==> config.mk <==
export PLATFORM = sky130hd
export DESIGN_NAME = core_complex
export DESIGN_NICKNAME = d
export VERILOG_FILES = /design/src/design/core_complex_pkg.sv /design/src/design/mc_link_rx.sv /design/src/design/mc_tile.sv /design/src/design/mc_pod_row.sv /design/src/design/mc_link_tx.sv /design/src/design/core_complex.sv
export SDC_FILE = /design/constraint.sdc
export NUM_CORES = 2
export LEC_CHECK = 0
export BUFFER_PORTS_ARGS = -buffer_cell sky130_fd_sc_hd__buf_2
export CAP_MARGIN = 10
export CELL_PAD_IN_SITES_DETAIL_PLACEMENT = 1
export CELL_PAD_IN_SITES_GLOBAL_PLACEMENT = 1
export CORE_MARGIN = 2
export CORE_UTILIZATION = 30
export DETAILED_ROUTE_END_ITERATION = 6
export GPL_TIMING_DRIVEN = 0
export PLACE_DENSITY = 0.48
export SETUP_SLACK_MARGIN = 0.3
export SYNTH_ARGS = -nofsm -noshare
export SYNTH_HDL_FRONTEND = slang
export SYNTH_HIERARCHICAL = 1
export SYNTH_SLANG_ARGS = --single-unit
==> constraint.sdc <==
create_clock -name mc_clk_i -period 4.5 [get_ports mc_clk_i]
set_clock_uncertainty 0.15 [all_clocks]
set_input_delay 0.675 -clock mc_clk_i [delete_from_list [all_inputs] [get_ports mc_clk_i]]
set_output_delay 0.675 -clock mc_clk_i [all_outputs]
set_load 0.05 [all_outputs]
==> src/design/core_complex_pkg.sv <==
`default_nettype none

package core_complex_pkg;

  localparam int X_CORD_W    = 2;
  localparam int Y_CORD_W    = 2;
  localparam int TILE_ADDR_W = 4;
  localparam int MC_DATA_W   = 16;

  localparam int TILE_MEM_WORDS = 2 ** TILE_ADDR_W;

  localparam int FWD_PKT_W = 1 + Y_CORD_W + X_CORD_W + TILE_ADDR_W + MC_DATA_W;
  localparam int REV_PKT_W = MC_DATA_W + Y_CORD_W + X_CORD_W + TILE_ADDR_W;

  typedef logic [X_CORD_W-1:0]    x_cord_t;
  typedef logic [Y_CORD_W-1:0]    y_cord_t;
  typedef logic [TILE_ADDR_W-1:0] tile_addr_t;
  typedef logic [MC_DATA_W-1:0]   mc_data_t;

  // {op, dst_y, dst_x, addr, data}, op 1 is a store
  typedef logic [FWD_PKT_W-1:0] fwd_pkt_t;
  // {data, src_y, src_x, addr}
  typedef logic [REV_PKT_W-1:0] rev_pkt_t;

  localparam int FWD_DATA_LSB = 0;
  localparam int FWD_ADDR_LSB = FWD_DATA_LSB + MC_DATA_W;
  localparam int FWD_X_LSB    = FWD_ADDR_LSB + TILE_ADDR_W;
  localparam int FWD_Y_LSB    = FWD_X_LSB + X_CORD_W;
  localparam int FWD_OP_BIT   = FWD_Y_LSB + Y_CORD_W;

  localparam int REV_ADDR_LSB = 0;
  localparam int REV_X_LSB    = REV_ADDR_LSB + TILE_ADDR_W;
  localparam int REV_Y_LSB    = REV_X_LSB + X_CORD_W;
  localparam int REV_DATA_LSB = REV_Y_LSB + Y_CORD_W;

  // direction held in the tile forward output register
  typedef enum logic [1:0]
  {
    FWD_IDLE,
    FWD_EAST,
    FWD_SOUTH
  } tile_state_e;

endpackage

`default_nettype wire

==> src/design/mc_link_rx.sv <==
`timescale 1ns/10ps
`default_nettype none

module mc_link_rx
  #(parameter int LINK_FIFO_DEPTH = 4
  )
  (input  logic                       mc_clk_i
  ,input  logic                       rst_n_i

  ,input  logic                       link_v_i
  ,input  core_complex_pkg::fwd_pkt_t link_data_i
  ,output logic                       link_token_o

  ,output logic                       pkt_v_o
  ,output core_complex_pkg::fwd_pkt_t pkt_o
  ,input  logic                       pkt_ready_i
  );

  import core_complex_pkg::*;

  localparam int PTR_W = (LINK_FIFO_DEPTH > 1) ? $clog2(LINK_FIFO_DEPTH) : 1;
  localparam int CNT_W = $clog2(LINK_FIFO_DEPTH + 1);

  fwd_pkt_t         mem_q [LINK_FIFO_DEPTH];
  logic [PTR_W-1:0] wr_ptr_q;
  logic [PTR_W-1:0] rd_ptr_q;
  logic [CNT_W-1:0] count_q;
  logic             full;
  logic             enq;
  logic             deq;

  assign full = (count_q == CNT_W'(LINK_FIFO_DEPTH));
  // sender out of credit, packet is lost
  assign enq  = link_v_i & !full;
  assign deq  = pkt_v_o & pkt_ready_i;

  assign pkt_v_o      = (count_q != '0);
  assign pkt_o        = mem_q[rd_ptr_q];
  // one credit back per dequeue
  assign link_token_o = deq;

  always_ff @(posedge mc_clk_i or negedge rst_n_i)
  begin
    if (!rst_n_i)
    begin
      wr_ptr_q <= '0;
      rd_ptr_q <= '0;
      count_q  <= '0;
    end
    else
    begin
      if (enq)
        wr_ptr_q <= (wr_ptr_q == PTR_W'(LINK_FIFO_DEPTH - 1)) ? '0 : wr_ptr_q + 1'b1;
      if (deq)
        rd_ptr_q <= (rd_ptr_q == PTR_W'(LINK_FIFO_DEPTH - 1)) ? '0 : rd_ptr_q + 1'b1;
      count_q <= count_q + CNT_W'(enq) - CNT_W'(deq);
    end
  end

  always_ff @(posedge mc_clk_i)
  begin
    if (enq)
      mem_q[wr_ptr_q] <= link_data_i;
  end

endmodule

`default_nettype wire

==> src/design/mc_tile.sv <==
`timescale 1ns/10ps
`default_nettype none

module mc_tile
  #(parameter int TILE_X = 0
  ,parameter int TILE_Y = 0
  ,parameter bit LAST_X = 1'b0
  ,parameter bit LAST_Y = 1'b0
  )
  (input  logic                       mc_clk_i
  ,input  logic                       rst_n_i

  ,input  logic                       fwd_v_i
  ,input  core_complex_pkg::fwd_pkt_t fwd_i
  ,output logic                       fwd_ready_o

  ,output logic                       east_v_o
  ,output core_complex_pkg::fwd_pkt_t east_o
  ,input  logic                       east_ready_i

  ,output logic                       south_v_o
  ,output core_complex_pkg::fwd_pkt_t south_o
  ,input  logic                       south_ready_i

  ,input  logic                       rev_east_v_i
  ,input  core_complex_pkg::rev_pkt_t rev_east_i
  ,output logic                       rev_east_ready_o

  ,input  logic                       rev_south_v_i
  ,input  core_complex_pkg::rev_pkt_t rev_south_i
  ,output logic                       rev_south_ready_o

  ,output logic                       rev_v_o
  ,output core_complex_pkg::rev_pkt_t rev_o
  ,input  logic                       rev_ready_i
  );

  import core_complex_pkg::*;

  localparam x_cord_t MY_X = x_cord_t'(TILE_X);
  localparam y_cord_t MY_Y = y_cord_t'(TILE_Y);

  tile_state_e fwd_state_q;
  fwd_pkt_t    fwd_pkt_q;
  mc_data_t    mem_q [TILE_MEM_WORDS];
  logic        ret_v_q;
  rev_pkt_t    ret_pkt_q;
  logic        rev_v_q;
  rev_pkt_t    rev_pkt_q;
  rev_pkt_t    rev_next;

  x_cord_t     dst_x;
  y_cord_t     dst_y;
  tile_addr_t  dst_addr;
  mc_data_t    dst_data;
  logic        is_store;
  logic        miss_x;
  logic        miss_y;
  logic        pass_south;
  logic        pass_east;
  logic        hit;
  logic        out_free;
  logic        fwd_take;
  logic        ld_take;
  logic        ret_take;
  logic        rev_out_free;

  assign is_store = fwd_i[FWD_OP_BIT];
  assign dst_y    = fwd_i[FWD_Y_LSB +: Y_CORD_W];
  assign dst_x    = fwd_i[FWD_X_LSB +: X_CORD_W];
  assign dst_addr = fwd_i[FWD_ADDR_LSB +: TILE_ADDR_W];
  assign dst_data = fwd_i[FWD_DATA_LSB +: MC_DATA_W];

  // y first, then x; edge tiles have no exit and drop
  assign miss_y     = (dst_y != MY_Y);
  assign miss_x     = (dst_x != MY_X);
  assign pass_south = miss_y & !LAST_Y;
  assign pass_east  = !miss_y & miss_x & !LAST_X;
  assign hit        = !miss_y & !miss_x;

  assign east_v_o  = (fwd_state_q == FWD_EAST);
  assign south_v_o = (fwd_state_q == FWD_SOUTH);
  assign east_o    = fwd_pkt_q;
  assign south_o   = fwd_pkt_q;
  assign out_free  = (fwd_state_q == FWD_IDLE) | (east_v_o & east_ready_i)
                   | (south_v_o & south_ready_i);

  always_comb
  begin
    if (pass_south | pass_east)
      fwd_ready_o = out_free;
    else if (hit & !is_store)
      fwd_ready_o = !ret_v_q;
    else
      fwd_ready_o = 1'b1;
  end

  assign fwd_take = fwd_v_i & fwd_ready_o;
  assign ld_take  = fwd_take & hit & !is_store;

  always_ff @(posedge mc_clk_i or negedge rst_n_i)
  begin
    if (!rst_n_i)
      fwd_state_q <= FWD_IDLE;
    else if (out_free)
    begin
      if (fwd_v_i & pass_south)
        fwd_state_q <= FWD_SOUTH;
      else if (fwd_v_i & pass_east)
        fwd_state_q <= FWD_EAST;
      else
        fwd_state_q <= FWD_IDLE;
    end
  end

  always_ff @(posedge mc_clk_i)
  begin
    if (out_free & fwd_v_i & (pass_south | pass_east))
      fwd_pkt_q <= fwd_i;
  end

  always_ff @(posedge mc_clk_i or negedge rst_n_i)
  begin
    if (!rst_n_i)
    begin
      for (int i = 0; i < TILE_MEM_WORDS; i++)
        mem_q[i] <= '0;
    end
    else if (fwd_take & hit & is_store)
      mem_q[dst_addr] <= dst_data;
  end

  // local return loses to both neighbors
  assign ret_take = ret_v_q & rev_out_free & !rev_south_v_i & !rev_east_v_i;

  always_ff @(posedge mc_clk_i or negedge rst_n_i)
  begin
    if (!rst_n_i)
      ret_v_q <= 1'b0;
    else if (ld_take)
      ret_v_q <= 1'b1;
    else if (ret_take)
      ret_v_q <= 1'b0;
  end

  always_ff @(posedge mc_clk_i)
  begin
    if (ld_take)
    begin
      ret_pkt_q[REV_DATA_LSB +: MC_DATA_W]   <= mem_q[dst_addr];
      ret_pkt_q[REV_Y_LSB +: Y_CORD_W]       <= MY_Y;
      ret_pkt_q[REV_X_LSB +: X_CORD_W]       <= MY_X;
      ret_pkt_q[REV_ADDR_LSB +: TILE_ADDR_W] <= dst_addr;
    end
  end

  // reverse merge, south then east then local
  assign rev_out_free      = !rev_v_q | rev_ready_i;
  assign rev_south_ready_o = rev_out_free;
  assign rev_east_ready_o  = rev_out_free & !rev_south_v_i;

  always_comb
  begin
    if (rev_south_v_i)
      rev_next = rev_south_i;
    else if (rev_east_v_i)
      rev_next = rev_east_i;
    else
      rev_next = ret_pkt_q;
  end

  always_ff @(posedge mc_clk_i or negedge rst_n_i)
  begin
    if (!rst_n_i)
      rev_v_q <= 1'b0;
    else if (rev_out_free)
      rev_v_q <= rev_south_v_i | rev_east_v_i | ret_v_q;
  end

  always_ff @(posedge mc_clk_i)
  begin
    if (rev_out_free)
      rev_pkt_q <= rev_next;
  end

  assign rev_v_o = rev_v_q;
  assign rev_o   = rev_pkt_q;

endmodule

`default_nettype wire

==> src/design/mc_pod_row.sv <==
`timescale 1ns/10ps
`default_nettype none

module mc_pod_row
  #(parameter int NUM_TILES_X = 2
  ,parameter int ROW_Y = 0
  ,parameter bit LAST_Y = 1'b0
  )
  (input  logic                                         mc_clk_i
  ,input  logic                                         rst_n_i

  ,input  logic                                         fwd_v_i
  ,input  core_complex_pkg::fwd_pkt_t                   fwd_i
  ,output logic                                         fwd_ready_o

  ,output logic [NUM_TILES_X-1:0]                       south_v_o
  ,output core_complex_pkg::fwd_pkt_t [NUM_TILES_X-1:0] south_o
  ,input  logic [NUM_TILES_X-1:0]                       south_ready_i

  ,input  logic                                         rev_south_v_i
  ,input  core_complex_pkg::rev_pkt_t                   rev_south_i
  ,output logic                                         rev_south_ready_o

  ,output logic                                         rev_v_o
  ,output core_complex_pkg::rev_pkt_t                   rev_o
  ,input  logic                                         rev_ready_i
  );

  import core_complex_pkg::*;

  // index x is the west side of tile x
  logic [NUM_TILES_X:0]   fwd_v;
  logic [NUM_TILES_X:0]   fwd_ready;
  fwd_pkt_t               fwd_pkt [NUM_TILES_X+1];
  logic [NUM_TILES_X:0]   rev_v;
  logic [NUM_TILES_X:0]   rev_ready;
  rev_pkt_t               rev_pkt [NUM_TILES_X+1];
  logic [NUM_TILES_X-1:0] rs_v;
  logic [NUM_TILES_X-1:0] rs_ready;
  rev_pkt_t               rs_pkt [NUM_TILES_X];

  assign fwd_v[0]    = fwd_v_i;
  assign fwd_pkt[0]  = fwd_i;
  assign fwd_ready_o = fwd_ready[0];

  assign rev_v_o      = rev_v[0];
  assign rev_o        = rev_pkt[0];
  assign rev_ready[0] = rev_ready_i;

  // east edge
  assign fwd_ready[NUM_TILES_X] = 1'b1;
  assign rev_v[NUM_TILES_X]     = 1'b0;
  assign rev_pkt[NUM_TILES_X]   = '0;

  assign rev_south_ready_o = rs_ready[0];

  for (genvar x = 0; x < NUM_TILES_X; x++)
  begin: tile
    // only column 0 sees the row below
    if (x == 0)
    begin: rs_link
      assign rs_v[x]   = rev_south_v_i;
      assign rs_pkt[x] = rev_south_i;
    end
    else
    begin: rs_tie
      assign rs_v[x]   = 1'b0;
      assign rs_pkt[x] = '0;
    end

    mc_tile
      #(.TILE_X (x)
      ,.TILE_Y  (ROW_Y)
      ,.LAST_X  (x == NUM_TILES_X - 1)
      ,.LAST_Y  (LAST_Y)
      )
      u_tile
      (.mc_clk_i          (mc_clk_i)
      ,.rst_n_i           (rst_n_i)
      ,.fwd_v_i           (fwd_v[x])
      ,.fwd_i             (fwd_pkt[x])
      ,.fwd_ready_o       (fwd_ready[x])
      ,.east_v_o          (fwd_v[x+1])
      ,.east_o            (fwd_pkt[x+1])
      ,.east_ready_i      (fwd_ready[x+1])
      ,.south_v_o         (south_v_o[x])
      ,.south_o           (south_o[x])
      ,.south_ready_i     (south_ready_i[x])
      ,.rev_east_v_i      (rev_v[x+1])
      ,.rev_east_i        (rev_pkt[x+1])
      ,.rev_east_ready_o  (rev_ready[x+1])
      ,.rev_south_v_i     (rs_v[x])
      ,.rev_south_i       (rs_pkt[x])
      ,.rev_south_ready_o (rs_ready[x])
      ,.rev_v_o           (rev_v[x])
      ,.rev_o             (rev_pkt[x])
      ,.rev_ready_i       (rev_ready[x])
      );
  end

endmodule

`default_nettype wire

==> src/design/mc_link_tx.sv <==
`timescale 1ns/10ps
`default_nettype none

module mc_link_tx
  #(parameter int LINK_FIFO_DEPTH = 4
  )
  (input  logic                       mc_clk_i
  ,input  logic                       rst_n_i

  ,input  logic                       pkt_v_i
  ,input  core_complex_pkg::rev_pkt_t pkt_i
  ,output logic                       pkt_ready_o

  ,output logic                       link_v_o
  ,output core_complex_pkg::rev_pkt_t link_data_o
  ,input  logic                       link_token_i
  );

  localparam int CNT_W = $clog2(LINK_FIFO_DEPTH + 1);

  logic [CNT_W-1:0] credit_q;
  logic             send;

  // stall the reverse chain once the receiver is full
  assign pkt_ready_o = (credit_q != '0);
  assign send        = pkt_v_i & pkt_ready_o;

  always_ff @(posedge mc_clk_i or negedge rst_n_i)
  begin
    if (!rst_n_i)
    begin
      credit_q <= CNT_W'(LINK_FIFO_DEPTH);
      link_v_o <= 1'b0;
    end
    else
    begin
      link_v_o <= send;
      credit_q <= credit_q - CNT_W'(send) + CNT_W'(link_token_i);
    end
  end

  always_ff @(posedge mc_clk_i)
  begin
    if (send)
      link_data_o <= pkt_i;
  end

endmodule

`default_nettype wire

==> src/design/core_complex.sv <==
`timescale 1ns/10ps
`default_nettype none

module core_complex
  #(parameter int NUM_TILES_X = 2
  ,parameter int NUM_PODS_Y = 2
  ,parameter int LINK_FIFO_DEPTH = 4
  )
  (input  logic                       mc_clk_i
  ,input  logic                       rst_n_i

  ,input  logic                       mc_fwd_link_v_i
  ,input  core_complex_pkg::fwd_pkt_t mc_fwd_link_data_i
  ,output logic                       mc_fwd_link_token_o

  ,output logic                       mc_rev_link_v_o
  ,output core_complex_pkg::rev_pkt_t mc_rev_link_data_o
  ,input  logic                       mc_rev_link_token_i
  );

  import core_complex_pkg::*;

  logic [NUM_PODS_Y-1:0]                  row_fwd_v;
  logic [NUM_PODS_Y-1:0]                  row_fwd_ready;
  fwd_pkt_t                               row_fwd [NUM_PODS_Y];
  logic [NUM_PODS_Y-1:0][NUM_TILES_X-1:0] south_v;
  logic [NUM_PODS_Y-1:0][NUM_TILES_X-1:0] south_ready;
  fwd_pkt_t [NUM_TILES_X-1:0]             south_pkt [NUM_PODS_Y];
  // index y is the north reverse output of row y
  logic [NUM_PODS_Y:0]                    row_rev_v;
  logic [NUM_PODS_Y:0]                    row_rev_ready;
  rev_pkt_t                               row_rev [NUM_PODS_Y+1];

  mc_link_rx
    #(.LINK_FIFO_DEPTH (LINK_FIFO_DEPTH))
    u_link_rx
    (.mc_clk_i     (mc_clk_i)
    ,.rst_n_i      (rst_n_i)
    ,.link_v_i     (mc_fwd_link_v_i)
    ,.link_data_i  (mc_fwd_link_data_i)
    ,.link_token_o (mc_fwd_link_token_o)
    ,.pkt_v_o      (row_fwd_v[0])
    ,.pkt_o        (row_fwd[0])
    ,.pkt_ready_i  (row_fwd_ready[0])
    );

  // nothing returns from below the last row
  assign row_rev_v[NUM_PODS_Y] = 1'b0;
  assign row_rev[NUM_PODS_Y]   = '0;

  for (genvar y = 0; y < NUM_PODS_Y; y++)
  begin: pod
    mc_pod_row
      #(.NUM_TILES_X (NUM_TILES_X)
      ,.ROW_Y        (y)
      ,.LAST_Y       (y == NUM_PODS_Y - 1)
      )
      u_pod_row
      (.mc_clk_i          (mc_clk_i)
      ,.rst_n_i           (rst_n_i)
      ,.fwd_v_i           (row_fwd_v[y])
      ,.fwd_i             (row_fwd[y])
      ,.fwd_ready_o       (row_fwd_ready[y])
      ,.south_v_o         (south_v[y])
      ,.south_o           (south_pkt[y])
      ,.south_ready_i     (south_ready[y])
      ,.rev_south_v_i     (row_rev_v[y+1])
      ,.rev_south_i       (row_rev[y+1])
      ,.rev_south_ready_o (row_rev_ready[y+1])
      ,.rev_v_o           (row_rev_v[y])
      ,.rev_o             (row_rev[y])
      ,.rev_ready_i       (row_rev_ready[y])
      );

    // y-first routing only ever leaves a row through column 0
    for (genvar x = 0; x < NUM_TILES_X; x++)
    begin: south
      if ((x == 0) && (y < NUM_PODS_Y - 1))
      begin: stitch
        assign row_fwd_v[y+1]  = south_v[y][x];
        assign row_fwd[y+1]    = south_pkt[y][x];
        assign south_ready[y][x] = row_fwd_ready[y+1];
      end
      else
      begin: tie
        assign south_ready[y][x] = 1'b1;
      end
    end
  end

  mc_link_tx
    #(.LINK_FIFO_DEPTH (LINK_FIFO_DEPTH))
    u_link_tx
    (.mc_clk_i     (mc_clk_i)
    ,.rst_n_i      (rst_n_i)
    ,.pkt_v_i      (row_rev_v[0])
    ,.pkt_i        (row_rev[0])
    ,.pkt_ready_o  (row_rev_ready[0])
    ,.link_v_o     (mc_rev_link_v_o)
    ,.link_data_o  (mc_rev_link_data_o)
    ,.link_token_i (mc_rev_link_token_i)
    );

endmodule

`default_nettype wire

==> results by group <==
Timing
  – Final worst slack: 391 ps
  – Final min period: 4110 ps
  – Final number of max-transition violations: 0
  – Tightest Pin Transition: 1100 ps
  – Fin crit share: 91.3%
  – Final TNS setup: 0 ps
  – RSZ-0062 raised after global routing: true
  – Final setup viols: 0
  – Final Hold Vio Count: 0
  – Slew HR: 26.0%
  – Fmax achieved: 243 MHz

Clock tree
  – Clock Tree Buf Depth: 3
  – Worst-Skew Late Latency: 820 ps
  – Total CTS buffers: 167
  – H-tree levels: 4
  – CTS tree: yes
  – Reg clk slew, reported paths: 60 ps
  – CTS Sinks: 1397
  – Root buf cell: clkbuf_16

Critical path
  – Worst-path fanout max: 10
  – WP data arrival: 4470 ps
  – Crit. End Element: flop
  – CP Class: flop to flop
  – Startpoint types: flop
  – CP Data Required Time: 4860 ps

Power
  – Clk pwr share: 38.5%
  – Peak supply drop: 0.450 mV
  – Switch Pwr: 10.1 mW
  – Sw Ratio: 28.8%
  – PD cells: 488 nW/um^2
  – Leakage: 32.6 nW
  – Share of power burned in registers: 44.0%
  – Internal power: 24.9 mW
  – Share of total power in combinational logic: 17.6%

Floorplanning
  – Die area: 208000 um^2
  – Die X: 456 um
  – Starting density of the core: 30.3%
  – I/O pins: 55
  – Cell Rows: 165
  – Placeable Area: 203000 um^2
  – Die Span Y: 456 um

Global routing
  – Vias in the first global route: 36100
  – Global-route wire length before repair: 253 mm
  – Initial antenna violation count: 13
  – Largest net degree at the start of global routing: 153
  – GRT Overall Usage: 16.3%
  – Gr ovfl total: 0

Detailed routing
  – Total wire length: 168 mm
  – Via count: 33400
  – Remaining DRCs: 0
  – Wire per inst: 24.2 um
  – Iter 0 DRT Violations: 1799
  – Post-detailed-route count of antenna-violating nets: 0
  – Initial DRT Pass Iterations: 4
  – Vias per inst: 4.81

Cells and area
  – Fill cell count: 20500
  – Layout cells sized above 1: 42.4%
  – Commonest non-fill, non-tap cells in the layout: dfrtp_1, mux2_2, edfxtp_1, mux4_2, clkbuf_1
  – P&R area growth vs syn: 17.0%
  – Most common cell after layout, fill and taps aside: dfrtp_1
  – Post-route cell area: 71700 um^2
  – Core Util, Final: 35.4%
  – NumNets Final: 4158

Worst hold path
  – HP Class: input pin to asynchronous set/reset pin

Logic synthesis
  – Cell count after synthesis: 3705
  – Mapped Area: 61300 um^2
  – Warnings, synthesis: 6
  – Syn Area/Cell: 16.5 um^2

Run status
  – Status: finished, final reports clean

Place
  – PortBufs: 54
  – Post-detail-place hpwl: 117 mm
  – Worst slack, placed: -809 ps
  – Placed cell area: 65700 um^2
  – Placer Congestion: 0.730

Run
  – Max-Cap Viols: 0
## layer usage
layer  vias up  wire length, um  GRT usage, %
met2       345            76700          25.2
met1     18100            82900          23.7
li1      14700                -             -
met3       222             4220          2.27
met4         0             3950          4.55
met5         -                0             0
## worst max-delay path, cell delays in order (launching register included)
cell and delay (ps):
dfrtp_1 400, buf_12 160, buf_4 150, mux4_1 650, buf_2 420, buf_2 490, mux4_2 570, a22oi_1 540
nand2_1 260
## worst paths after layout
check                                                          start                                       endpoint  slack (ps)  cells after the start
hold / removal                                               rst_n_i      pod[0].u_pod_row/tile[1].u_tile/mem_q[58]         240                      2
min in group mc_clk_i      pod[0].u_pod_row/tile[0].u_tile/rev_o[10]                      u_link_tx/link_data_o[10]         270                      0
setup / recovery                               u_link_rx/rd_ptr_q[0]  pod[0].u_pod_row/tile[0].u_tile/ret_pkt_q[17]         390                      8
setup reg to reg                               u_link_rx/rd_ptr_q[0]  pod[0].u_pod_row/tile[0].u_tile/ret_pkt_q[17]         390                      8
hold reg to reg            pod[0].u_pod_row/tile[0].u_tile/rev_o[10]                      u_link_tx/link_data_o[10]         270                      0
max in group asynchronous                                    rst_n_i     pod[1].u_pod_row/tile[0].u_tile/mem_q[152]        1310                      5
## stage by stage
step                      std cells  hold WS, ps  power [mW]
after floorplan                3832          229        19.2
after detailed placement       6573          256        21.7
final                          6933          240        34.9
after CTS                      6917          268        35.6
after global placement         6558          256        21.6
after global routing           6930          274        36.6
## power groups by stage
stage | sequential [mW] | clock (mW) | combinational (mW)
global route | 15.5 | 14.4 | 6.63
detailed placement | 15.6 | 0 | 6.11
global placement | 15.6 | 0 | 6.00
CTS | 15.4 | 13.9 | 6.24
floorplan | 15.7 | 0 | 3.42
finish | 15.4 | 13.4 | 6.14
## state kept, by name, summed over array words and instances (netlist names)
signal,flops
pod.u_pod_row/tile.u_tile/east_o,50
pod.u_pod_row/tile.u_tile/fwd_state_q,4
pod.u_pod_row/tile.u_tile/mem_q,1024
pod.u_pod_row/tile.u_tile/ret_pkt_q,80
pod.u_pod_row/tile.u_tile/ret_v_q,4
pod.u_pod_row/tile.u_tile/rev_o,96
pod.u_pod_row/tile.u_tile/rev_v_o,4
u_link_rx/count_q,3
u_link_rx/mem_q,100
u_link_rx/rd_ptr_q,2
u_link_rx/wr_ptr_q,2
u_link_tx/credit_q,3
u_link_tx/link_data_o,24
u_link_tx/link_v_o,1
## final cells by class
cell class / instances / area, um^2 / share of cell area, %
repair buffers: 117 / 1060 / 1.47
inverters: 25 / 93.8 / 0.131
well taps: 2672 / 3340 / 4.67
multi-input cells: 2099 / 23400 / 32.7
clock buffers: 241 / 4660 / 6.50
flip-flops and latches: 1397 / 36700 / 51.2
diodes: 5 / 12.5 / 0.0175
clock inverters: 66 / 758 / 1.06
plain buffers: 311 / 1610 / 2.24
## what timing repair did
action                                  in CTS  in global routing
endpoints found under the hold margin      224                  0
resized for setup                           20                  7
buffers inserted                             9                 11
endpoints found under the setup margin      30                 21
hold buffers                                28                  0
cloned                                       0                  0
pin swaps                                    2                  3
Power figures use the tool's default switching activity.
